`config.mk`:
```
export PLATFORM = sky130hd
export DESIGN_NAME = bp_return_stack
export DESIGN_NICKNAME = d
export VERILOG_FILES = /design/src/source/bp_return_stack.sv
export SDC_FILE = /design/constraint.sdc
export NUM_CORES = 1
export LEC_CHECK = 0
export ABC_AREA = 1
export BUFFER_PORTS_ARGS = -buffer_cell sky130_fd_sc_hd__buf_4
export CORE_ASPECT_RATIO = 0.7
export CORE_MARGIN = 3
export CORE_UTILIZATION = 38
export DETAILED_ROUTE_END_ITERATION = 8
export PLACE_DENSITY_LB_ADDON = 0.3
export SETUP_SLACK_MARGIN = 0.05
export SYNTH_ARGS = -nofsm -noshare
export SYNTH_HDL_FRONTEND = slang
export SYNTH_SLANG_ARGS = --single-unit
export TNS_END_PERCENT = 100
```
`constraint.sdc`:
```
create_clock -name clk -period 4.13 [get_ports clk]
set_clock_uncertainty 0.15 [all_clocks]
set_input_delay 0.826 -clock clk [delete_from_list [all_inputs] [get_ports clk]]
set_output_delay 0.826 -clock clk [all_outputs]
set_load 0.02 [all_outputs]
```
`src/source/bp_return_stack.sv`:
```
`timescale 1ns/1ns

module bp_return_stack #(
    parameter int RAS_DEPTH = 8
) (
    input  logic        clk,
    input  logic        rst,
    input  logic        push_i,
    input  logic        pop_i,
    input  logic [31:0] push_addr_i,
    output logic [31:0] top_o
);

    localparam int PTR_W = $clog2(RAS_DEPTH);

    logic [31:0]      stack [RAS_DEPTH];
    logic [PTR_W-1:0] top_ptr;  // newest entry
    logic [PTR_W-1:0] wr_ptr;   // slot above the top

    always_ff @(posedge clk) begin
        if (push_i) begin
            stack[wr_ptr] <= push_addr_i;
        end
    end

    // grows upward, pointers wrap on overflow
    always_ff @(posedge clk) begin
        if (rst) begin
            top_ptr <= '1;
            wr_ptr  <= '0;
        end else if (push_i) begin
            top_ptr <= wr_ptr;
            wr_ptr  <= wr_ptr + 1'b1;
        end else if (pop_i) begin
            wr_ptr  <= top_ptr;
            top_ptr <= top_ptr - 1'b1;
        end
    end

    assign top_o = stack[top_ptr];

    // a taken call or return masks the other slot of the pair
    assert property (@(posedge clk) disable iff (rst) !(push_i && pop_i))
        else $error("return stack push and pop together");

endmodule

```
# Word-level counts from Yosys, hierarchy flattened
# Memory sizes are Yosys's and may differ from the RTL's. A register that Yosys moved wholly into a read port is not among the register bits.
# Cells that the tools add are included.
[totals]
reg_bits = 6
mem_bits_rw = 256
input_bits = 36
elab_cells = 14
memories = 1
[classes]
addsub = 2
muxes = 8
n_reduce_logical = 1
[mem_list]
columns = ["memory", "depth", "word_bits", "read_ports", "rd_ports_with_merged_regs", "wr", "line", "text"]
rows = [
  ["stack", 8, 32, 1, 1, 1, "16", "logic [31:0] stack [RAS_DEPTH];"],
]
[op_table]
columns = ["cell", "n"]
rows = [
  ["$mux W3", 6],
  ["$add A3 B1 Y3 const B", 1],
  ["$sub A3 B1 Y3 const B", 1],
  ["$mux W1", 2],
  ["$reduce_bool A2 Y1", 1],
]

# Longest topological paths before layout
[depth]
depth_word = 5
mapped_depth = 8

# Worst setup path before layout
# No wires, ideal clock.
[synth_path]
path_kind = "input to register"
start = "in push_i"
end = "mem stack[0][0], enable pin"
setup_ns = 0.421
arrival_ns = 2.697
required_ns = 3.559
setup_slack_ns = 0.863
stages = 4
path_cell_list = "buf_2 -> inv_1 -> or2_2 -> nor2_1"
[synth_via]
elab_chain_cells = 2
[synth_lines]
columns = ["item", "line", "text"]
rows = [
  ["from (decl)", "8", "input logic push_i,"],
  ["$mux W1", "21", "if (push_i) begin"],
  ["$mux W1 (implied by the code)", "22", "stack[wr_ptr] <= push_addr_i;"],
  ["to (decl)", "16", ""],
]
# No other way between the ends.

==> flow_summary.yaml <==
pwr:
  powerDensity_nw_per_um2: 454.7
  swShare_pct: 25.16
  internal_power_mw: 4.551
  netSwitchingPower_mw: 1.530
  vdd.ir_drop.worst_mv: 0.2300
  seqPwrFrac_pct: 50.3
  clock_power_share_pct: 36.7
  p_comb_share_pct: 12.9
  power.leakage_nw: 6.117
critical_path:
  start_kind: "flop"
  worst_ep_required_time_ps: 3150
  critical_path.max_fanout: 90
  path_class: "flop to output port"
  crit_cells: 7
  cp-end-kind: "output port"
  crit_arrival_ps: 2330
  critPathBufInv: 2
  crit_path_max_incr_delay_ps: 720
  reg2reg_from: "wr_ptr[0]"
  r2r-end: "stack[3][7]"
  ff2ff_path_depth: 3
  crit_end: "top_o[0]"
  path_delay_family: "buffers and inverters"
  cpMostUsedCell: "nand2_1"
  slowest_stage: "buf_4"
  ff2ff_setup_slack_ps: 1940
  cp_cell_sequence: "buf_4, nand2_1, nand3_1, nand2_1, nand2_1, nand2_1, buf_4"
floorplan:
  start_util_pct: 39.37
  coreArea_um2: 29470
  dieArea_um2: 32700
  die_x_um: 214.9
  io_pins: 68
  die_y_um: 152.2
  rows: 52
run_status:
  status: "finished, final reports clean"
routing:
  drc: 0
  drtIter0Drc: 436
  post_drt_wl_per_cell_um: 15.43
  dr.pass1.iters: 5
  vias: 7432
  vias_per_cell: 4.472
  routed_wl_um: 25650
  drtAntennaViolNets: 0
synthesis:
  yosys_warnings: 0
  synth_top_area_share_pct: 66.26
  synth_cell_type_count: 19
  synth-seq-cells: 265
  yosysSeqAreaShare_pct: 67.81
  ys_top_cells_by_area: "edfxtp_1 (66%), nand2_1 (14%), inv_1 (8.6%)"
  synth_cells: 1170
  mappedNetlistArea_um2: 11600
  syn_nets: 1208
  yosysTopAreaCell: "edfxtp_1"
  avgSynthCellArea_um2: 9.917
placement:
  gp_congestion: 0.7213
  hpwl_um: 14080
  portBuffers: 67
  dp.cells: 1613
final_layout:
  drive_above_1_share_pct: 10.74
  final_util_pct: 45.37
  area_growth_pct: 15.25
  instances_no_fill: 1662
  antenna_cells: 0
  nets: 1275
clock_network:
  cts.path.max_buffers: 3
  htree_levels: 1
  cts_sinks: 265
  clk_pin_slew_ps: 60
  cts_setup_buffers: 0
  cts_tree: "done"
  clk-insertion-delay-late_ps: 520
  root_buffer: "clkbuf_16"
  ctsHoldBuffers: 0
  numCtsBuffers: 27
  ctsResizeCount: 0
grt:
  grt.total_usage_pct: 15.61
  grt_pass1_vias: 7051
  grt_pass1_wl_um: 40680
  overflow: 0
  grt_max_degree: 91
  antenna_found_initial: 1
timing:
  finalSetupTns_ps: 0
  tightest_slew_ps: 1005
  slew_headroom_pct: 33.01
  finalSetupViolCount: 0
  fin_crit_ps: 3310
  slew_violations: 0
  rsz0062_at_grt: "false"
  fin_crit_sh_pct: 80.15
  max_freq_mhz: 302.1
  hold_viol: 0
  hold_slack_ps: 323.4
worst_hold_path:
  whs_path_depth: 2
  worstHoldPathType: "flop to flop"
flow_run:
  drv_cap: 0
[power groups by stage]
stage	clock network [mW]	registers (mW)	logic (mW)
after floorplan	0	3.12	0.491
after global placement	0	3.12	0.795
after detailed placement	0	3.12	0.798
after CTS	2.29	3.06	0.802
after global routing	2.41	3.07	0.879
final	2.23	3.06	0.787
[worst register-to-register path: stages (launching register included)]
cell	delay [ps]
dfxtp_1	380
nand2_1	260
nor2_4	770
buf_4	320
[layout by cell type (no fill, tap or decap)]
cell         n
a21oi_1      3
a31oi_1      1
buf_12       5
buf_4       82
bufinv_16    1
clkbuf_1     7
clkbuf_16   27
clkinv_1     9
clkinv_2     5
clkinv_4     1
dfxtp_1      6
dfxtp_2      2
dfxtp_4      1
edfxtp_1   256
ha_1         2
inv_1      267
inv_2        1
nand2_1    432
nand3_1    130
nor2_1       4
nor2_4       8
o211ai_1     2
o21ai_0      2
or2_2        2
xnor2_1      1
[flip-flops by register name, summed over array words and instances, names as in the netlist, named ones only]
| register | cells |
|---|---|
| stack | 256 |
| wr_ptr | 3 |
| top_ptr | 3 |
[per-stage QoR]
step / power [mW] / setup slack (ps) / instance area (µm²)
4_1_cts: 6.156 / 789.3 / 13370
5_1_grt: 6.352 / 614.9 / 13370
2_1_floorplan: 3.607 / 862.5 / 11600
3_3_place_gp: 3.911 / 1319 / 12580
3_5_place_dp: 3.916 / 1318 / 12580
6_report: 6.081 / 819.9 / 13370
[layout make-up]
type | instances | area (µm²)
sequential | 265 | 7874
inverter | 269 | 1011
fill | 2758 | 16100
timing repair buffer | 87 | 715.7
clock buffer | 34 | 701.9
tap | 405 | 506.7
clock inverter | 15 | 92.59
multi-input combinational | 587 | 2470
[cell families (layout without fill, tap and decap cells)]
kind of cell / after synthesis / in the layout / share of synthesized area, %
compound gates: 8 / 8 / 0.3990
xor+xnor: 1 / 1 / 0.07550
fa+ha+maj: 2 / 2 / 0.2156
buf+inv: 318 / 405 / 11.42
flops: 265 / 265 / 67.81
simple gates: 576 / 576 / 20.08
[worst min path at each step]
stage | startpoint | slack (ps) | end
after floorplan | top_ptr[1] | 310 | wr_ptr[1]
after global placement | top_ptr[1] | 320 | wr_ptr[1]
after detailed placement | top_ptr[1] | 320 | wr_ptr[1]
after CTS | rst | 320 | wr_ptr[1]
after global routing | rst | 330 | wr_ptr[1]
final | top_ptr[1] | 320 | wr_ptr[1]
[cell usage after synthesis]
master      n
inv_2       2
xnor2_1     1
inv_1     267
nor2_1     12
or2_2       2
nand3_1   130
o211ai_1    2
ha_1        2
a31oi_1     1
dfxtp_1     9
buf_6      11
clkbuf_1    6
a21oi_1     3
o21ai_0     2
buf_4       6
edfxtp_1  256
buf_2      21
nand2_1   432
buf_1       5
[layer usage]
| metal | wire, µm | vias up | GRT usage, % |
|---|---|---|---|
| met3 | 1167 | 40 | 2.711 |
| met2 | 11510 | 131 | 25.17 |
| met4 | 566 | 2 | 3.767 |
| li1 | - | 3764 | - |
| met5 | 7 | - | 0 |
| met1 | 12400 | 3495 | 22.16 |
No activity file was read; power rests on OpenSTA's default activity.
