$ cat src/source/bp_pkg.sv
package bp_pkg;

    // branch kind as recorded in the BTB
    typedef enum logic [1:0] {
        BR_NORMAL = 2'b00,  // conditional
        BR_CALL   = 2'b01,
        BR_RETURN = 2'b10,
        BR_JUMP   = 2'b11
    } br_type_e;

    localparam logic [31:0] INIT_PC = 32'h1c00_0000;

    // defaults handed down by the top level
    localparam int DEF_BTB_INDEX_W = 7;
    localparam int DEF_HISTORY_W   = 5;
    localparam int DEF_PHT_PC_W    = 7;
    localparam int DEF_RAS_DEPTH   = 8;

    localparam int TAG_W = 8;  // pc bits from 12 up

    // callers keep the low BTB_INDEX_W bits
    function automatic logic [31:0] btb_hash(input logic [31:0] pc);
        return (pc >> 9) ^ (pc >> 3);
    endfunction

    function automatic logic [TAG_W-1:0] get_tag(input logic [31:0] pc);
        return pc[12 +: TAG_W];
    endfunction

endpackage

$ cat src/source/bp_update_decode.sv
`timescale 1ns/1ns

module bp_update_decode #(
    parameter int BTB_INDEX_W = 7,
    parameter int HISTORY_W   = 5,
    parameter int PHT_PC_W    = 7
) (
    input  logic                          clk,
    input  logic [1:0]                    upd_valid_i,
    input  logic [31:0]                   upd_pc_i [2],
    input  logic [31:0]                   upd_target_i [2],
    input  bp_pkg::br_type_e              upd_type_i [2],
    input  logic [1:0]                    upd_is_branch_i,
    input  logic [1:0]                    upd_taken_i,
    input  logic [HISTORY_W-1:0]          upd_history_i [2],
    input  logic [1:0]                    upd_scnt_i [2],
    input  logic [1:0]                    upd_type_miss_i,
    output logic [1:0]                    wr_en_o,
    output logic [BTB_INDEX_W-1:0]        wr_index_o,
    output logic [bp_pkg::TAG_W-1:0]      wr_tag_o,
    output logic [31:0]                   wr_target_o,
    output bp_pkg::br_type_e              wr_type_o,
    output logic                          wr_is_branch_o,
    output logic                          wr_is_uncond_o,
    output logic [HISTORY_W-1:0]          wr_history_o,
    output logic [HISTORY_W+PHT_PC_W-1:0] wr_pht_index_o,
    output logic [1:0]                    wr_scnt_o
);

    logic        sel;  // slot 1 only when slot 0 is idle
    logic [31:0] sel_pc;
    logic [31:0] sel_hash;
    logic        sel_taken;

    assign sel       = !upd_valid_i[0];
    assign sel_pc    = upd_pc_i[sel];
    assign sel_taken = upd_taken_i[sel];
    assign sel_hash  = bp_pkg::btb_hash(sel_pc);

    // bank follows the slot position inside the pair
    assign wr_en_o = upd_valid_i[sel] ? (sel_pc[2] ? 2'b10 : 2'b01) : 2'b00;

    assign wr_index_o     = sel_hash[BTB_INDEX_W-1:0];
    assign wr_tag_o       = bp_pkg::get_tag(sel_pc);
    assign wr_target_o    = upd_target_i[sel];
    assign wr_type_o      = upd_type_i[sel];
    assign wr_is_branch_o = upd_is_branch_i[sel];
    assign wr_is_uncond_o = upd_is_branch_i[sel] && (upd_type_i[sel] != bp_pkg::BR_NORMAL);
    assign wr_pht_index_o = {upd_history_i[sel], sel_pc[PHT_PC_W+2:3]};  // old history

    // a type miss restarts the pattern from the outcome
    assign wr_history_o = upd_type_miss_i[sel] ? {HISTORY_W{sel_taken}}
                        : {upd_history_i[sel][HISTORY_W-2:0], sel_taken};

    always_comb begin
        case (upd_scnt_i[sel])
            2'b00:   wr_scnt_o = {1'b0, sel_taken};  // strongly not-taken
            2'b01:   wr_scnt_o = {sel_taken, 1'b0};
            2'b10:   wr_scnt_o = {sel_taken, 1'b1};
            default: wr_scnt_o = {1'b1, sel_taken};  // strongly taken
        endcase
    end

    // back end reports word addresses only
    assert property (@(posedge clk) (|upd_valid_i) |-> (sel_pc[1:0] == 2'b00))
        else $error("update pc %h not word aligned", sel_pc);

endmodule

$ cat config.mk
export PLATFORM = sky130hd
export DESIGN_NAME = bp_update_decode
export DESIGN_NICKNAME = d
export VERILOG_FILES = /design/src/source/bp_pkg.sv /design/src/source/bp_update_decode.sv
export SDC_FILE = /design/constraint.sdc
export NUM_CORES = 1
export LEC_CHECK = 0
export CORE_AREA = 2 2 87 89
export DETAILED_ROUTE_END_ITERATION = 8
export DIE_AREA = 0 0 89 91
export DONT_BUFFER_PORTS = 1
export GPL_TIMING_DRIVEN = 1
export PLACE_DENSITY = 0.34
export SLEW_MARGIN = 20
export SYNTH_ARGS = -nofsm -noshare
export SYNTH_HDL_FRONTEND = slang
export SYNTH_SLANG_ARGS = --single-unit
$ cat constraint.sdc
create_clock -name vclk -period 2.13
set_input_delay 0.213 -clock vclk [all_inputs]
set_output_delay 0.213 -clock vclk [all_outputs]
set_load 0.005 [all_outputs]
## Word level (Yosys, flattened, before mapping)

Index checks and enable logic that the tools add are counted.

| operators by class | value |
|---|---|
| $lt $le $gt $ge | 2 |
| eq/ne operators | 2 |
| multiplexer cells | 27 |
| reduce and logical (&&, ||, !) cells | 4 |
| bitwise operators | 2 |

Operators with widths:

| operator | number |
|---|---|
| $mux W32 | 3 |
| $mux W20 | 3 |
| $mux W5 | 4 |
| $mux W2 | 8 |
| $mux W1 | 8 |
| $xor A7 B7 Y7 | 1 |
| $pmux W2 S3 | 1 |
| $eq A2 B1 Y1 const B | 1 |
| $eq A2 B2 Y1 const B | 1 |
| $ge A2 B2 Y1 const B | 1 |
| $logic_not A2 Y1 | 1 |
| $lt A1 B2 Y1 const B | 1 |
| $not A1 Y2 | 1 |
| $reduce_bool A2 Y1 | 1 |
| $logic_and A1 B1 Y1 | 1 |
| $logic_not A1 Y1 | 1 |

| storage, ports and cells | value |
|---|---|
| bits of input ports | 155 |
| word-level logic and storage cells | 37 |
| register bits after elaboration | 0 |

## Depth between registers and ports, before layout

| logic depth | value |
|---|---|
| depth after elaboration | 7 |
| gate-level depth with buffers | 6 |
| mapped depth without buffers | 3 |

## Least setup slack after synthesis

No wires, ideal clock.

| path | value |
|---|---|
| kind | input port to output port |
| start | input upd_valid_i[0] |
| end | output wr_index_o[3] |
| data arrival time | 1.006 ns |
| cell stages on the path | 4 |
| slack | 0.911 ns |
| cell sequence | buf_6 buf_12 mux2_2 xor2_1 |

| on the way | value |
|---|---|
| longest elaborated chain between the ends | 6 |

RTL lines:

| what | line | source |
|---|---|---|
| start: declaration | bp_update_decode.sv:9 | `input logic [1:0] upd_valid_i,` |
| $logic_not A1 Y1 | bp_update_decode.sv:35 | `assign sel = !upd_valid_i[0];` |
| $not A1 Y2 (not written as such) | bp_update_decode.sv:36 | `assign sel_pc = upd_pc_i[sel];` |
| $mux W20 (not written as such) (3 in a row) | bp_update_decode.sv:36 |  |
| via wr_pht_index_o[3] | bp_update_decode.sv:26 | `output logic [HISTORY_W+PHT_PC_W-1:0] wr_pht_index_o,` |
| $xor A7 B7 Y7 | bp_pkg.sv:23 | `return (pc >> 9) ^ (pc >> 3);` |
| end: declaration | bp_update_decode.sv:19 | `output logic [BTB_INDEX_W-1:0] wr_index_o,` |

The timed path passes the listed nets, and every way through them passes these cells. The select of a mux whose other input is x is not followed.

## Worst setup path in the final report

| path | value |
|---|---|
| start | input upd_valid_i[0] |
| end | output wr_scnt_o[0] |

| on the way | value |
|---|---|
| longest elaborated chain between the ends | 7 |
| elaborated cells between the ends (all ways) | 11 |
| classes of those cells | eq/ne: 2; mux: 6; bitwise: 1; reduce/logical: 2 |

RTL lines:

| what | line | source |
|---|---|---|
| $logic_not A1 Y1 | bp_update_decode.sv:35 |  |
| $not A1 Y2 (not written as such) | bp_update_decode.sv:56 | `case (upd_scnt_i[sel])` |
| $mux W2 (not written as such) (3 in a row) | bp_update_decode.sv:56 |  |
| $eq A2 B2 Y1, or another cell as far along | bp_update_decode.sv:56 |  |
| $pmux W2 S3 * | bp_update_decode.sv:56 |  |
| end: declaration | bp_update_decode.sv:27 | `output logic [1:0] wr_scnt_o` |

Every way passes the cells marked *; elsewhere a longest branch is shown, timed or not. The select of a mux whose other input is x is not followed.

==> flow_summary.ini <==
[run_status]
status = finished clean

[cells_and_area]
post-route-util_pct = 14.5
drive_gt1_share_pct = 70.1
seq_area_um2 = 0
seq_cells = 0
nets = 244
area_growth_pct = 2.87
diodes = 0
clkbuf_count = 0

[routing]
viasPerCell = 4.25
drt_iter0_markers = 5
antenna_left = 0
drt-pass1-iter-count = 4
drt-total-wl_um = 3570
drc_errors = 0
wl_per_cell_um = 19.2
vias = 790

[synthesis]
yosysMostFrequentCell = mux2_2
synth_commonest_cells = mux2_2, mux2_4, buf_6
yosysUniqueCellTypes = 18
synth_fp_nets = 250
yosys_warnings = 0
synth_top_area_cell = mux2_2
avgSynthCellArea_um2 = 10.6
syn_inst = 95
syn_area_um2 = 1000
seq_area_frac_synth_pct = 0
yosysTopAreaCellShare_pct = 57.2
synth.area.top_cells = mux2_2, mux2_4, buf_6, mux2i_4, xnor2_1

[timing]
fin_crit_sh_pct = 53.0
setup_slack_ps = 1000
rsz0062_at_grt = no
final_max_slew_viol_count = 0
relSlewSlack_pct = 81.7
fmax_mhz = 885
tns_ps = 0
finalCriticalPeriod_ps = 1130
hold_viol = 0
finalSetupViolCount = 0
worst_slew_pin_slew_ps = 272

[floorplan]
core_area_um2 = 7140
pin_count = 227
rows = 31
start_util_pct = 14.1
die_y_um = 91
fp.dieW_um = 89
die-area_um2 = 8100

[global_route]
grt_usage_pct = 7.10
antenna_found_initial = 0
grt_overflow = 0
grt_pass1_vias = 806
grt_max_degree = 65
grt_first_pass_wirelength_um = 4640

[worst_setup_path]
crit_type = primary input to output port
cp-startpoint = upd_valid_i[0]
start_kind = primary input
worstPathArrival_ps = 920
end_kind = output port
required_ps = 1920
crit_path_max_fanout = 64

[power]
p_leak_nw = 0.345
ir_drop_mv = 0.0582
powerDensity_nw_per_um2 = 201

[clock_network]
cts_resized = 0
cts_setup_buffers = 0
cts_hold_buf = 0

[min_path]
min_path_type = primary input to output port
hp-start = upd_pc_i[34]

[placed_design]
gp_congestion = 0.788
place_ws_ps = 1020
dp_hpwl_um = 3210
port_buffers = 0

[job]
maxCapViolations = 0
## per-layer routing
layer | share of wire (%) | vias to the layer above | routed length [um] | global-route usage, %
met4 | 0.34 | 0 | 12 | 0
met1 | 33 | 349 | 1160 | 7.41
met2 | 57 | 102 | 2050 | 15.3
met3 | 9.6 | 4 | 344 | 0.727
met5 | 0 | - | 0 | 0
li1 | - | 335 | - | -
## metrics by stage
step	total power [mW]	hold WS, ps	std cells	cell area, um^2
after CTS	0.210	509	186	1030
after floorplan	0.216	496	95	1000
after detailed placement	0.209	509	186	1030
final	0.207	509	186	1030
after global routing	0.222	518	186	1030
after global placement	0.210	517	186	1030
## critical path, cell delays in order
cell and delay, ps:
mux2_4 330, a21boi_0 210, o22ai_1 160
## cell families after synthesis
group / synth area share [%]
buffers and inverters: 10.2
XOR/XNOR: 6.11
AO/OA/AOI/OAI: 6.48
multiplexers: 75.7
AND/OR/NAND/NOR: 1.50
## area by class of cell
class	count	area (um^2)
inverter	2	7.51
fill	821	6100
multi-input combinational	85	901
tap	99	124
## final timing paths
check | endpoint | slack [ps] | depth (start not counted)
max | wr_scnt_o[0] | 1000 | 3
min | wr_en_o[0] | 510 | 1
## cells in the final DEF, fill, tap and decap left out, drive strengths merged
cell     n
mux2    59
xnor2    4
o21ai    4
mux2i    4
nand2    3
xor2     3
inv      2
a21boi   2
o22ai    2
a21oi    2
nor2     1
o21a     1
## report_power, final
part	switching (mW)	internal [mW]	total, mW
Combinational	0.0890	0.118	0.207
Clock	0	0	0
Sequential	0	0	0
Note: power is estimated with default switching activity, not from simulation.
