==> src/source/bp_pkg.sv <==
package bp_pkg;

    // branch kind as recorded in the BTB
    typedef enum logic [1:0] {
        BR_NORMAL = 2'b00,  // conditional
        BR_CALL   = 2'b01,
        BR_RETURN = 2'b10,
        BR_JUMP   = 2'b11
    } br_type_e;

    localparam logic [31:0] INIT_PC = 32'h1c00_0000;

    // defaults handed down by the top level
    localparam int DEF_BTB_INDEX_W = 7;
    localparam int DEF_HISTORY_W   = 5;
    localparam int DEF_PHT_PC_W    = 7;
    localparam int DEF_RAS_DEPTH   = 8;

    localparam int TAG_W = 8;  // pc bits from 12 up

    // callers keep the low BTB_INDEX_W bits
    function automatic logic [31:0] btb_hash(input logic [31:0] pc);
        return (pc >> 9) ^ (pc >> 3);
    endfunction

    function automatic logic [TAG_W-1:0] get_tag(input logic [31:0] pc);
        return pc[12 +: TAG_W];
    endfunction

endpackage

==> src/source/bp_fetch_pc.sv <==
`timescale 1ns/1ns

module bp_fetch_pc #(
    parameter int HISTORY_W = 5
) (
    input  logic                 clk,
    input  logic                 rst,
    input  logic                 flush_i,
    input  logic [31:0]          redirect_i,
    input  logic                 fetch_ready_i,
    input  logic                 init_done_i,
    input  logic [1:0]           btb_hit_i,
    input  bp_pkg::br_type_e     btb_type_i [2],
    input  logic [31:0]          btb_target_i [2],
    input  logic [1:0]           btb_is_uncond_i,
    input  logic [HISTORY_W-1:0] dir_history_i [2],
    input  logic [1:0]           dir_scnt_i [2],
    input  logic [31:0]          ras_top_i,
    output logic [31:0]          pc_next_o,
    output logic                 push_o,
    output logic                 pop_o,
    output logic [31:0]          push_addr_o,
    output logic                 fetch_valid_o,
    output logic [31:0]          pc_o,
    output logic [1:0]           mask_o,
    output logic [1:0]           taken_o,
    output logic [31:0]          target_o [2],
    output logic [31:0]          next_pc_o [2],
    output logic [HISTORY_W-1:0] history_o [2],
    output logic [1:0]           scnt_o [2],
    output logic [1:0]           hit_o
);

    logic        accept;
    logic [1:0]  taken;
    logic [1:0]  is_call;
    logic [1:0]  is_ret;
    logic [31:0] slot1_pc;
    logic [31:0] pair_next;

    assign accept    = fetch_valid_o && fetch_ready_i;
    assign slot1_pc  = {pc_o[31:3], 3'b100};
    assign pair_next = {pc_o[31:3] + 29'd1, 3'b000};

    for (genvar i = 0; i < 2; i++) begin : g_slot
        assign taken[i]    = btb_hit_i[i] && (btb_is_uncond_i[i] || dir_scnt_i[i][1]);
        assign is_call[i]  = btb_hit_i[i] && mask_o[i] && (btb_type_i[i] == bp_pkg::BR_CALL);
        assign is_ret[i]   = btb_hit_i[i] && mask_o[i] && (btb_type_i[i] == bp_pkg::BR_RETURN);
        assign target_o[i] = (btb_type_i[i] == bp_pkg::BR_RETURN) ? ras_top_i : btb_target_i[i];
        assign taken_o[i]  = taken[i] && mask_o[i];

        assign history_o[i] = dir_history_i[i];
        assign scnt_o[i]    = dir_scnt_i[i];
    end

    assign hit_o = btb_hit_i;

    // slot 1 is cut off by a taken slot 0
    assign mask_o = {pc_o[2] || !taken[0], !pc_o[2]};

    assign next_pc_o[0] = taken[0] ? target_o[0] : slot1_pc;
    assign next_pc_o[1] = taken[1] ? target_o[1] : pair_next;

    always_comb begin
        if (rst || !init_done_i) begin
            pc_next_o = bp_pkg::INIT_PC;
        end else if (flush_i) begin
            pc_next_o = redirect_i;
        end else if (!accept) begin
            pc_next_o = pc_o;  // fetch stalled
        end else if (taken[0] && !pc_o[2]) begin
            pc_next_o = target_o[0];
        end else if (taken[1]) begin
            pc_next_o = target_o[1];
        end else begin
            pc_next_o = pair_next;
        end
    end

    // stack moves only for a pair that fetch really takes
    assign push_o      = accept && !flush_i && (|is_call);
    assign pop_o       = accept && !flush_i && (|is_ret);
    assign push_addr_o = is_call[0] ? slot1_pc : pair_next;

    always_ff @(posedge clk) begin
        pc_o <= pc_next_o;
    end

    always_ff @(posedge clk) begin
        if (rst) begin
            fetch_valid_o <= 1'b0;
        end else begin
            fetch_valid_o <= init_done_i;
        end
    end

endmodule

==> config.mk <==
export PLATFORM = sky130hd
export DESIGN_NAME = bp_fetch_pc
export DESIGN_NICKNAME = d
export VERILOG_FILES = /design/src/source/bp_pkg.sv /design/src/source/bp_fetch_pc.sv
export SDC_FILE = /design/constraint.sdc
export NUM_CORES = 1
export LEC_CHECK = 0
export BUFFER_PORTS_ARGS = -buffer_cell sky130_fd_sc_hd__buf_2
export CAP_MARGIN = 30
export CORE_AREA = 2 2 155 157
export CTS_BUF_LIST = sky130_fd_sc_hd__clkbuf_2
export CTS_CLUSTER_DIAMETER = 100
export CTS_CLUSTER_SIZE = 25
export DETAILED_ROUTE_END_ITERATION = 12
export DIE_AREA = 0 0 157 159
export HOLD_SLACK_MARGIN = 0.02
export SYNTH_ARGS = -nofsm -noshare
export SYNTH_HDL_FRONTEND = slang
export SYNTH_SLANG_ARGS = --single-unit
==> constraint.sdc <==
create_clock -name clk -period 3.5 [get_ports clk]
set_clock_uncertainty 0.05 [all_clocks]
set_input_delay 0.525 -clock clk [delete_from_list [all_inputs] [get_ports clk]]
set_output_delay 0.525 -clock clk [all_outputs]
set_load 0.01 [all_outputs]
Yosys cells after proc, flatten, opt, wreduce, memory -nomap -nowiden
Cells that the tools add are included.
{"block": "word_totals", "regBits": 33, "output_inout_bits": 247, "elab_cells": 40}
{"block": "op_classes", "n_addsub": 1, "eq_ne": 4, "muxes": 9, "reduce_logical": 24}
{"op": "$mux 32", "count": 9}
{"op": "$add 29x1->29 const B", "count": 1}
{"op": "$logic_and 1x1->1", "count": 14}
{"op": "$eq 2x1->1 const B", "count": 2}
{"op": "$eq 2x2->1 const B", "count": 2}
{"op": "$logic_not 1->1", "count": 4}
{"op": "$logic_or 1x1->1", "count": 4}
{"op": "$reduce_or 2->1", "count": 2}

Depth between registers and ports, before layout
Gate-level depths: netlist of the first run.
{"block": "depth", "word_depth": 8, "depth_mapped": 9}

Worst setup path after synthesis of the first run
Ideal clock, no wire load.
{"block": "synth_timing", "path_kind": "register -> output", "start": "reg pc_o[3]", "end": "out pc_next_o[25]", "arrival_ps": 2400, "t_required_ps": 2925, "path_slack_ps": 525, "path_stages_with_launch": 8, "path_buffers": 0, "path_cell_list": "dfxtp_1 > ha_1 > and4_1 > nand3_1 > or4_1 > a31oi_1 > o21ai_0 > a21oi_1"}
{"element": "from (decl)", "line_no": "bp_fetch_pc.sv:24", "source": "output logic [31:0] pc_o,"}
{"element": "from (signal assigned)", "line_no": "bp_fetch_pc.sv:86", "source": "pc_o <= pc_next_o;"}
{"element": "to (decl)", "line_no": "bp_fetch_pc.sv:19", "source": "output logic [31:0] pc_next_o,"}

Final worst setup path of the first run
{"block": "layout_timing", "start": "reg pc_o[3]", "end": "out pc_next_o[25]"}
{"block": "layout_via", "elab_chain_len": 6}
{"element": "$add 29x1->29", "line_no": "bp_fetch_pc.sv:43", "source": "assign pair_next = {pc_o[31:3] + 29'd1, 3'b000};"}
{"element": "$mux 32", "line_no": "bp_fetch_pc.sv:73", "source": "end else if (taken[1]) begin"}
{"element": "$mux 32", "line_no": "bp_fetch_pc.sv:71", "source": "end else if (taken[0] && !pc_o[2]) begin"}
{"element": "$mux 32", "line_no": "bp_fetch_pc.sv:69", "source": "end else if (!accept) begin"}
{"element": "$mux 32", "line_no": "bp_fetch_pc.sv:67", "source": "end else if (flush_i) begin"}
{"element": "$mux 32", "line_no": "bp_fetch_pc.sv:65", "source": "if (rst || !init_done_i) begin"}
Every way passes these cells.

==> flow_metrics.env, run 1 <==
export IMPL_status="completed"
export IMPL_met2_usage_pct=36.7
export IMPL_cts_tree="done"
export IMPL_max_cap_violations=0
export IMPL_cp_required_ps=2920
export IMPL_power_leakage_nw=3.64
export IMPL_finalSetupViolCount=0
export IMPL_yosys_top_cells_count="nand2_1 (84), o21ai_0 (64), clkbuf_1 (50), mux2_2 (49)"
export IMPL_grt_util_met3_pct=6.94
export IMPL_arrival_ps=2890
export IMPL_cpLargestDelayFamily="simple AND/OR/NAND/NOR gates"
export IMPL_dieArea_mm2=0.0250
export IMPL_rsz0062_at_grt="true"
export IMPL_htree_levels=2
export IMPL_grt_max_degree=50
export IMPL_hold_depth=2
export IMPL_grt_pass1_vias=6164
export IMPL_cts_root_buf="clkbuf_2"
export IMPL_synth_main_ff_cell="dfxtp_1"
export IMPL_synth_edf_count=0
export IMPL_clockBufferDepth=2
export IMPL_area_delta_synth_final_pct=54.4
export IMPL_relSlewSlack_pct=53.5
export IMPL_initial_core_util_pct=19.6
export IMPL_end_kind="primary output"
export IMPL_worstSetupPathType="reg2out"
export IMPL_syn_inst=665
export IMPL_place_ws_ps=250
export IMPL_ant_nets=0
export IMPL_grt_first_pass_wirelength_mm=40.1
export IMPL_drt_wirelength_per_cell_um=21.6
export IMPL_critPathBufInv=1
export IMPL_wl_mm=28.9
export IMPL_seq_area_frac_synth_pct=14.5
export IMPL_yosysTopAreaCell="dfxtp_1"
export IMPL_synth_area_leaders="dfxtp_1 (15%), mux2_2 (12%), mux2i_1 (7.3%)"
export IMPL_crit_chain="ha_2 > and4_4 > nand3_2 > or4_1 > a31oi_2 > o21ai_0 > a21oi_1 > buf_2"
export IMPL_synthArstFlopShare_pct=0
export IMPL_path_clk_slew_ps=280
export IMPL_crit_fanout=7
export IMPL_die_w_um=157
export IMPL_n_antenna_cell=0
export IMPL_post_route_period_util_pct=99.1
export IMPL_cts_hold_buf=0
export IMPL_min_from="redirect_i[26]"
export IMPL_post_route_min_period_ps=3470
export IMPL_grt_usage_pct=21.8
export IMPL_tightest_slew_ps=692
export IMPL_final_layout_size_suffix_gt1_share_pct=50.8
export IMPL_gr_usage_met1_pct=27.1
export IMPL_hp_class="in2reg"
export IMPL_nets=1173
export IMPL_num_vias=6454
export IMPL_netlist_area_mm2=0.00454
export IMPL_slowest_delay_ps=550
export IMPL_max_freq_mhz=288
export IMPL_viasPerCell=4.83
export IMPL_gp_congestion=0.813
export IMPL_rows=56
export IMPL_hold_viol=0
export IMPL_worstSetupStartpointType="flip-flop"
export IMPL_finish_utilization_pct=30.2
export IMPL_worstReg2RegStart="pc_o[3]$_DFF_P_"
export IMPL_yosysTopAreaCellShare_pct=14.5
export IMPL_peakVddDrop_uv=74.3
export IMPL_power_density_mw_per_mm2=209
export IMPL_drc=0
export IMPL_cts_sinks=33
export IMPL_r2r_cells=6
export IMPL_pin_count=402
export IMPL_yosys_cell_count_top_type="nand2_1"
export IMPL_numCtsBuffers=5
export IMPL_drt_iter0_markers=373
export IMPL_maxSlewViolCount=0
export IMPL_syn_area_per_cell_um2=6.83
export IMPL_grt_overflow=0
export IMPL_io_buffers=375
export IMPL_crit_start="pc_o[3]$_DFF_P_"
export IMPL_dp_hpwl_mm=23.3
export IMPL_yosysUniqueCellTypes=52
export IMPL_setup_ws_ps=33.2
export IMPL_ys_ff_latch=33
export IMPL_core_area_mm2=0.0232
export IMPL_clkLatencyLatePin_ps=480
export IMPL_critPathSlowestCell="or4_1"
export IMPL_die_h_um=159
export IMPL_antenna_found_initial=0
export IMPL_synth_warnings=0
export IMPL_cp_depth=8
export IMPL_first_pass_iters=5
export IMPL_busiest_layer="met2"
[where the power goes]
part           internal, mW  switching, mW  total [mW]
clock network        0.0436          0.186       0.229
registers             0.393         0.0216       0.414
logic                 0.338          0.487       0.825
[what timing repair did]
action | 4_1_cts | 5_1_grt
gates cloned | 0 | 0
buffers inserted | 2 | 1
resized for setup | 14 | 15
pin swaps | 1 | 2
setup endpoints to repair | 21 | 11
[path summary, 6_finish.rpt]
path / to / slack (ps)
worst min register to register: pc_o[0]$_DFF_P_ / 520
worst max register to register: pc_o[30]$_DFF_P_ / 1120
worst max-delay path: pc_next_o[25] / 30
worst min-delay path: pc_o[26]$_DFF_P_ / 250
[layout make-up]
| cell class | instances | area, um^2 |
|---|---|---|
| repair buffers | 427 | 2290 |
| clock inverters | 3 | 12.5 |
| fillers | 2569 | 16200 |
| multi-input cells | 518 | 3490 |
| inverters | 32 | 120 |
| flip-flops and latches | 33 | 673 |
| clock buffers | 5 | 25.0 |
| well taps | 319 | 399 |
[routing by layer]
| metal | wire (um) | vias to the layer above |
|---|---|---|
| met5 | 0 | - |
| met4 | 522 | 0 |
| met2 | 13500 | 340 |
| li1 | - | 3014 |
| met3 | 2660 | 42 |
| met1 | 12100 | 3058 |
[through the flow]
step | TNS [ps] | std cells | instance area, um^2 | hold WS (ps) | power [mW]
2_1_floorplan | 0 | 666 | 4540 | 572 | 0.838
3_3_place_gp | 0 | 1326 | 6840 | 480 | 1.23
3_5_place_dp | 0 | 1326 | 6840 | 489 | 1.24
4_1_cts | -13.8 | 1336 | 6940 | 197 | 1.48
5_1_grt | -256 | 1337 | 7010 | 204 | 1.56
6_report | 0 | 1337 | 7010 | 253 | 1.47
[kinds of logic after synthesis]
family | after synthesis | share of synthesized area [%]
and+or+nand+nor | 224 | 23.5
AOI/OAI and AO/OA | 157 | 20.6
buffers and inverters | 115 | 11.5
muxes | 82 | 19.4
xor gates and xnor gates | 52 | 10.0
DFF | 33 | 14.5
adders and majority gates | 1 | 0.276
other | 1 | 0.0826
[flip-flops by register name, indices dropped and copies added, names as in the netlist]
| name | flops |
|---|---|
| fetch_valid_o | 1 |
| pc_o | 32 |
[layout by cell type (no fill, tap or decap), types with 4 or more instances in the layout]
cell,Yosys,final
a221oi_1,6,6
dfxtp_1,33,27
xnor2_1,23,23
nand2b_1,8,6
xor2_1,29,27
and2_1,7,7
nor2_1,42,41
a21oi_1,42,42
a22oi_1,4,4
mux2_2,49,49
buf_4,18,50
a32o_1,4,4
o211ai_1,8,8
nand3_1,15,12
nor3_1,19,17
nand4_1,11,11
o21a_1,5,5
inv_1,32,32
clkbuf_2,0,5
or3_1,6,5
o32ai_1,4,4
nand2_1,84,83
dfxtp_2,0,4
mux2i_1,33,33
and3_1,11,11
o21ai_0,64,62
buf_2,8,375
(Power assumes the default switching activity.)
==> run 2: changes to the inputs <==
- REMOVE_ABC_BUFFERS: unset -> 1
==> run 2 against run 1 <==
Sequential power barely moved. Via count shrank 1.1%. Sequential cell count unchanged. Critical path depth decreased by 1. Final cell count grew 0.52%. Setup slack better by 89 ps. Register-to-register slack better by 50 ps. Die area unchanged. Count of clock-buffer cells in the layout is 1 higher. Final area grew 1.1%. Critical path type unchanged.
==> flow_metrics.env, run 2 (synthesis gave the netlist of run 1 again) <==
export IMPL_die_h_um=159
export IMPL_antenna_found_initial=2
export IMPL_regMostFlops="pc_o"
export IMPL_end_kind="primary output"
export IMPL_status="completed"
export IMPL_hold_viol=0
export IMPL_cts_sinks=33
export IMPL_grt_first_pass_wirelength_mm=40.3
export IMPL_slowest_delay_ps=580
export IMPL_worstSetupPathType="reg2out"
export IMPL_power_density_mw_per_mm2=207
export IMPL_path_clk_slew_ps=250
export IMPL_max_cap_violations=0
export IMPL_core_area_mm2=0.0232
export IMPL_relSlewSlack_pct=42.9
export IMPL_top_regs="pc_o x32, fetch_valid_o x1"
export IMPL_drt_wirelength_per_cell_um=21.4
export IMPL_grt_overflow=0
export IMPL_grt_max_degree=49
export IMPL_crit_chain="nand3_4 > or3_4 > or4_4 > or3_1 > mux2i_1 > a21boi_1 > buf_2"
export IMPL_first_pass_iters=5
export IMPL_hp_class="in2reg"
export IMPL_grt_usage_pct=21.8
export IMPL_tightest_slew_ps=854
export IMPL_num_vias=6383
export IMPL_finish_utilization_pct=30.6
export IMPL_die_w_um=157
export IMPL_clockBufferDepth=2
export IMPL_post_route_min_period_ps=3380
export IMPL_final_layout_size_suffix_gt1_share_pct=51.0
export IMPL_drt_iter0_markers=321
export IMPL_htree_levels=2
export IMPL_layout_common_cells="buf_2 (375), nand2_1 (83), o21ai_0 (63), buf_4 (56), mux2_2 (49)"
export IMPL_ant_nets=0
export IMPL_finalSetupViolCount=0
export IMPL_initial_core_util_pct=19.6
export IMPL_io_buffers=375
export IMPL_drc=0
export IMPL_total_power_mw=1.47
export IMPL_dp_hpwl_mm=23.0
export IMPL_wl_mm=28.7
export IMPL_numCtsBuffers=5
export IMPL_area_delta_synth_final_pct=56.0
export IMPL_cts_root_buf="clkbuf_2"
export IMPL_cts_tree="done"
export IMPL_cts_hold_buf=0
export IMPL_viasPerCell=4.75
export IMPL_max_freq_mhz=296
export IMPL_gp_congestion=0.849
export IMPL_maxSlewViolCount=0
export IMPL_peakVddDrop_uv=79.3
export IMPL_arrival_ps=2800
export IMPL_cp_required_ps=2920
export IMPL_pin_count=402
export IMPL_post_route_period_util_pct=96.5
export IMPL_worstSetupStartpointType="flip-flop"
export IMPL_crit_fanout=5
export IMPL_rsz0062_at_grt="true"
export IMPL_grt_pass1_vias=6418
export IMPL_largest_reg_flops=32
export IMPL_dieArea_mm2=0.0250
export IMPL_layout_commonest_cell="buf_2"
export IMPL_power_leakage_nw=3.67
export IMPL_clkLatencyLatePin_ps=470
export IMPL_critPathSlowestCell="or4_4"
export IMPL_nets=1180
export IMPL_rows=56
run 2: worst max-delay path, delay by kind of cell, from the launching register on:
| kind | cells | cell delay, ps |
|---|---|---|
| muxes | 1 | 150 |
| AOI/OAI and AO/OA | 1 | 100 |
| DFF | 1 | 440 |
| and+or+nand+nor | 4 | 1460 |
| buffers and inverters | 1 | 170 |
run 2: layout make-up:
type | instances | area [um^2]
fill | 2589 | 16100
multi-input combinational | 518 | 3500
timing repair buffer | 434 | 2360
sequential | 33 | 671
tap | 319 | 399
inverter | 32 | 120
clock buffer | 6 | 30.0
clock inverter | 1 | 3.75
antenna | 1 | 2.50
run 2: final timing paths:
path / to / slack [ps] / startpoint / cells past startpoint
setup / recovery: pc_next_o[30] / 120 / pc_o[4]$_DFF_P_ / 7
hold / removal: pc_o[2]$_DFF_P_ / 240 / redirect_i[2] / 3
setup reg to reg: pc_o[31]$_DFF_P_ / 1170 / pc_o[3]$_DFF_P_ / 7
hold reg to reg: pc_o[1]$_DFF_P_ / 520 / pc_o[1]$_DFF_P_ / 2
run 2: repair_timing:
action                                  CTS  global route
pin swaps                                 0             3
resized for setup                        16            12
buffers inserted                          0             5
cloned                                    0             0
endpoints found under the setup margin   25            21
run 2: routing by layer:
| metal | routed length [um] | share of wire, % | track usage (%) |
|---|---|---|---|
| met5 | 13 | 0.045 | 0 |
| met4 | 660 | 2.3 | 5.96 |
| met3 | 2390 | 8.3 | 5.53 |
| met2 | 14300 | 50 | 39.4 |
| met1 | 11300 | 39 | 25.2 |
run 2: stage by stage:
step                      setup TNS [ps]  hold WS, ps  worst slack (ps)  std cells  instance area [um^2]
after floorplan                   -22760          574             -1200        583                  4140
after global placement                 0          481               371       1331                  6890
after detailed placement               0          493               338       1331                  6890
after CTS                           -205          173             -55.8       1338                  6990
after global routing                -188          198             -59.8       1344                  7090
final                                  0          237               122       1344                  7090
run 2: where the power goes:
part / leakage (nW) / switching (mW) / internal, mW
Clock: 0.0265 / 0.187 / 0.0463
Combinational: 3.37 / 0.476 / 0.342
Sequential: 0.273 / 0.0237 / 0.393
Total: 3.67 / 0.687 / 0.782
==> run 3: changes to the inputs <==
- SETUP_SLACK_MARGIN: unset -> 0.5
==> run 3 against run 2 <==
Total power is 4.3% higher. First-iteration DRC count is 12% lower. Critical path depth stayed put. Global-route usage is 0.43 points higher. Hold slack better by 8.7 ps. Utilization is 4.0 points higher. Register-to-register slack worse by 730 ps. Final cell count is 3.9% higher. Sequential power hardly changed. Final area is 13% higher. Critical path type unchanged.
==> flow_metrics.env, run 3 (synthesis gave the netlist of run 1 again) <==
export IMPL_finalSetupViolCount=0
export IMPL_largest_reg_flops=32
export IMPL_rsz0062_at_grt="true"
export IMPL_grt_first_pass_wirelength_mm=41.2
export IMPL_slowest_delay_ps=600
export IMPL_final_layout_size_suffix_gt1_share_pct=58.9
export IMPL_gp_congestion=0.849
export IMPL_antenna_found_initial=2
export IMPL_power_leakage_nw=4.06
export IMPL_layout_common_cells="buf_2 (367), buf_4 (96), nand2_1 (82), o21ai_0 (50), mux2_2 (49)"
export IMPL_area_delta_synth_final_pct=76.3
export IMPL_switchingPower_mw=0.708
export IMPL_dp_cells=1331
export IMPL_dieArea_mm2=0.0250
export IMPL_rows=56
export IMPL_finish_utilization_pct=34.5
export IMPL_crit_fanout=3
export IMPL_max_cap_violations=0
export IMPL_clkLatencyLatePin_ps=450
export IMPL_clkPwrFrac_pct=14.9
export IMPL_dp_hpwl_mm=23.0
export IMPL_p_seq_share_pct=27.2
export IMPL_end_kind="primary output"
export IMPL_ant_nets=0
export IMPL_power_density_mw_per_mm2=191
export IMPL_status="completed"
export IMPL_maxSlewViolCount=0
export IMPL_relSlewSlack_pct=53.2
export IMPL_wl_mm=29.7
export IMPL_crit_chain="nand3_4 > or3_4 > or4_4 > xor2_2 > o21ai_1 > a221o_1 > buf_2"
export IMPL_cpLargestDelayFamily="simple AND/OR/NAND/NOR gates"
export IMPL_clockBufferDepth=2
export IMPL_grt_usage_pct=22.2
export IMPL_drt_iter0_markers=281
export IMPL_cts_hold_buf=0
export IMPL_htree_levels=2
export IMPL_grt_max_degree=49
export IMPL_die_h_um=159
export IMPL_layout_commonest_cell="buf_2"
export IMPL_regMostFlops="pc_o"
export IMPL_grt_overflow=0
export IMPL_post_route_period_util_pct=94.0
export IMPL_numCtsBuffers=5
export IMPL_worstSetupPathType="reg2out"
export IMPL_worstSetupStartpointType="flip-flop"
export IMPL_fin_cells=1396
export IMPL_cp_required_ps=2920
export IMPL_hold_viol=0
export IMPL_peakVddDrop_uv=83.8
export IMPL_drc=0
export IMPL_drt_wirelength_per_cell_um=21.3
export IMPL_swShare_pct=46.2
export IMPL_viasPerCell=4.84
export IMPL_cts_root_buf="clkbuf_2"
export IMPL_critPathBufInv=1
export IMPL_tightest_slew_ps=701
export IMPL_cts_sinks=33
export IMPL_nets=1232
export IMPL_arrival_ps=2710
export IMPL_initial_core_util_pct=19.6
export IMPL_top_regs="pc_o x32, fetch_valid_o x1"
export IMPL_multi_input_area_mm2=0.00389
export IMPL_post_route_min_period_ps=3290
export IMPL_pwr_share_comb_pct=57.9
export IMPL_path_clk_slew_ps=250
export IMPL_hp_class="in2reg"
export IMPL_io_buffers=375
export IMPL_die_w_um=157
export IMPL_max_freq_mhz=304
export IMPL_seq_area_um2=693
export IMPL_fin_setup_tns_ps=0
export IMPL_first_pass_iters=5
export IMPL_pin_count=402
export IMPL_num_vias=6759
export IMPL_cts_tree="done"
export IMPL_grt_pass1_vias=6687
export IMPL_core_area_mm2=0.0232
export IMPL_p_int_mw=0.824
export IMPL_critPathSlowestCell="or4_4"
export IMPL_fillers=2536
[run 3: cell count changes in the layout (fill, tap and decap cells not counted), sizes merged]
cell  change
buf      +52
[run 3: final cells by class]
type,count,share of cell area [%]
antenna,1,0.0313
clock buffer,6,0.375
clock inverter,1,0.0469
inverter,32,1.50
multi-input combinational,518,48.6
sequential,33,8.66
tap,319,4.99
timing repair buffer,486,35.8
[run 3: worst reg2reg max path: stages (launching register included)]
cell,delay [ps]
dfxtp_4,420
nand3_4,90
buf_6,130
buf_6,110
or2_2,360
o21ai_4,160
a31oi_4,110
o21ai_2,150
a21oi_2,80
buf_4,140
buf_4,120
buf_4,120
buf_4,120
buf_4,120
buf_4,120
buf_4,120
buf_4,120
buf_4,120
buf_4,120
buf_4,120
[run 3: through the flow]
step	setup slack (ps)	hold slack (ps)	power (mW)	cell area, um^2
final	211	245	1.53	8000
after global routing	66.2	193	1.63	8000
after CTS	84.4	167	1.52	7460
after detailed placement	338	493	1.24	6890
after global placement	371	481	1.24	6890
after floorplan	-1200	574	0.796	4140
[run 3: path summary, 6_finish.rpt]
| kind | start | end | slack (ps) | depth (start not counted) |
|---|---|---|---|---|
| max | pc_o[4]$_DFF_P_ | pc_next_o[26] | 210 | 7 |
| min | redirect_i[2] | pc_o[2]$_DFF_P_ | 250 | 3 |
| max reg2reg | pc_o[4]$_DFF_P_ | pc_o[16]$_DFF_P_ | 440 | 19 |
| min reg2reg | pc_o[1]$_DFF_P_ | pc_o[1]$_DFF_P_ | 520 | 2 |
[run 3: power by group through the flow]
| stage | logic, mW | registers, mW | clock network, mW |
|---|---|---|---|
| 2_1_floorplan | 0.361 | 0.435 | 0 |
| 3_3_place_gp | 0.815 | 0.422 | 0 |
| 3_5_place_dp | 0.815 | 0.424 | 0 |
| 4_1_cts | 0.853 | 0.416 | 0.250 |
| 5_1_grt | 0.953 | 0.419 | 0.254 |
| 6_report | 0.887 | 0.416 | 0.228 |
[run 3: repair_timing]
item                       CTS  global route
buffers inserted            29            28
pin swaps                   30            45
gates resized for setup     86            73
setup endpoints to repair   65            54
[run 3: per-layer routing]
metal | part of all wire, % | routed length, um | global-route usage, %
met5 | 0.044 | 13 | 0
met4 | 2.8 | 830 | 7.13
met3 | 7.9 | 2350 | 5.39
met2 | 50 | 14900 | 40.1
met1 | 39 | 11600 | 25.5
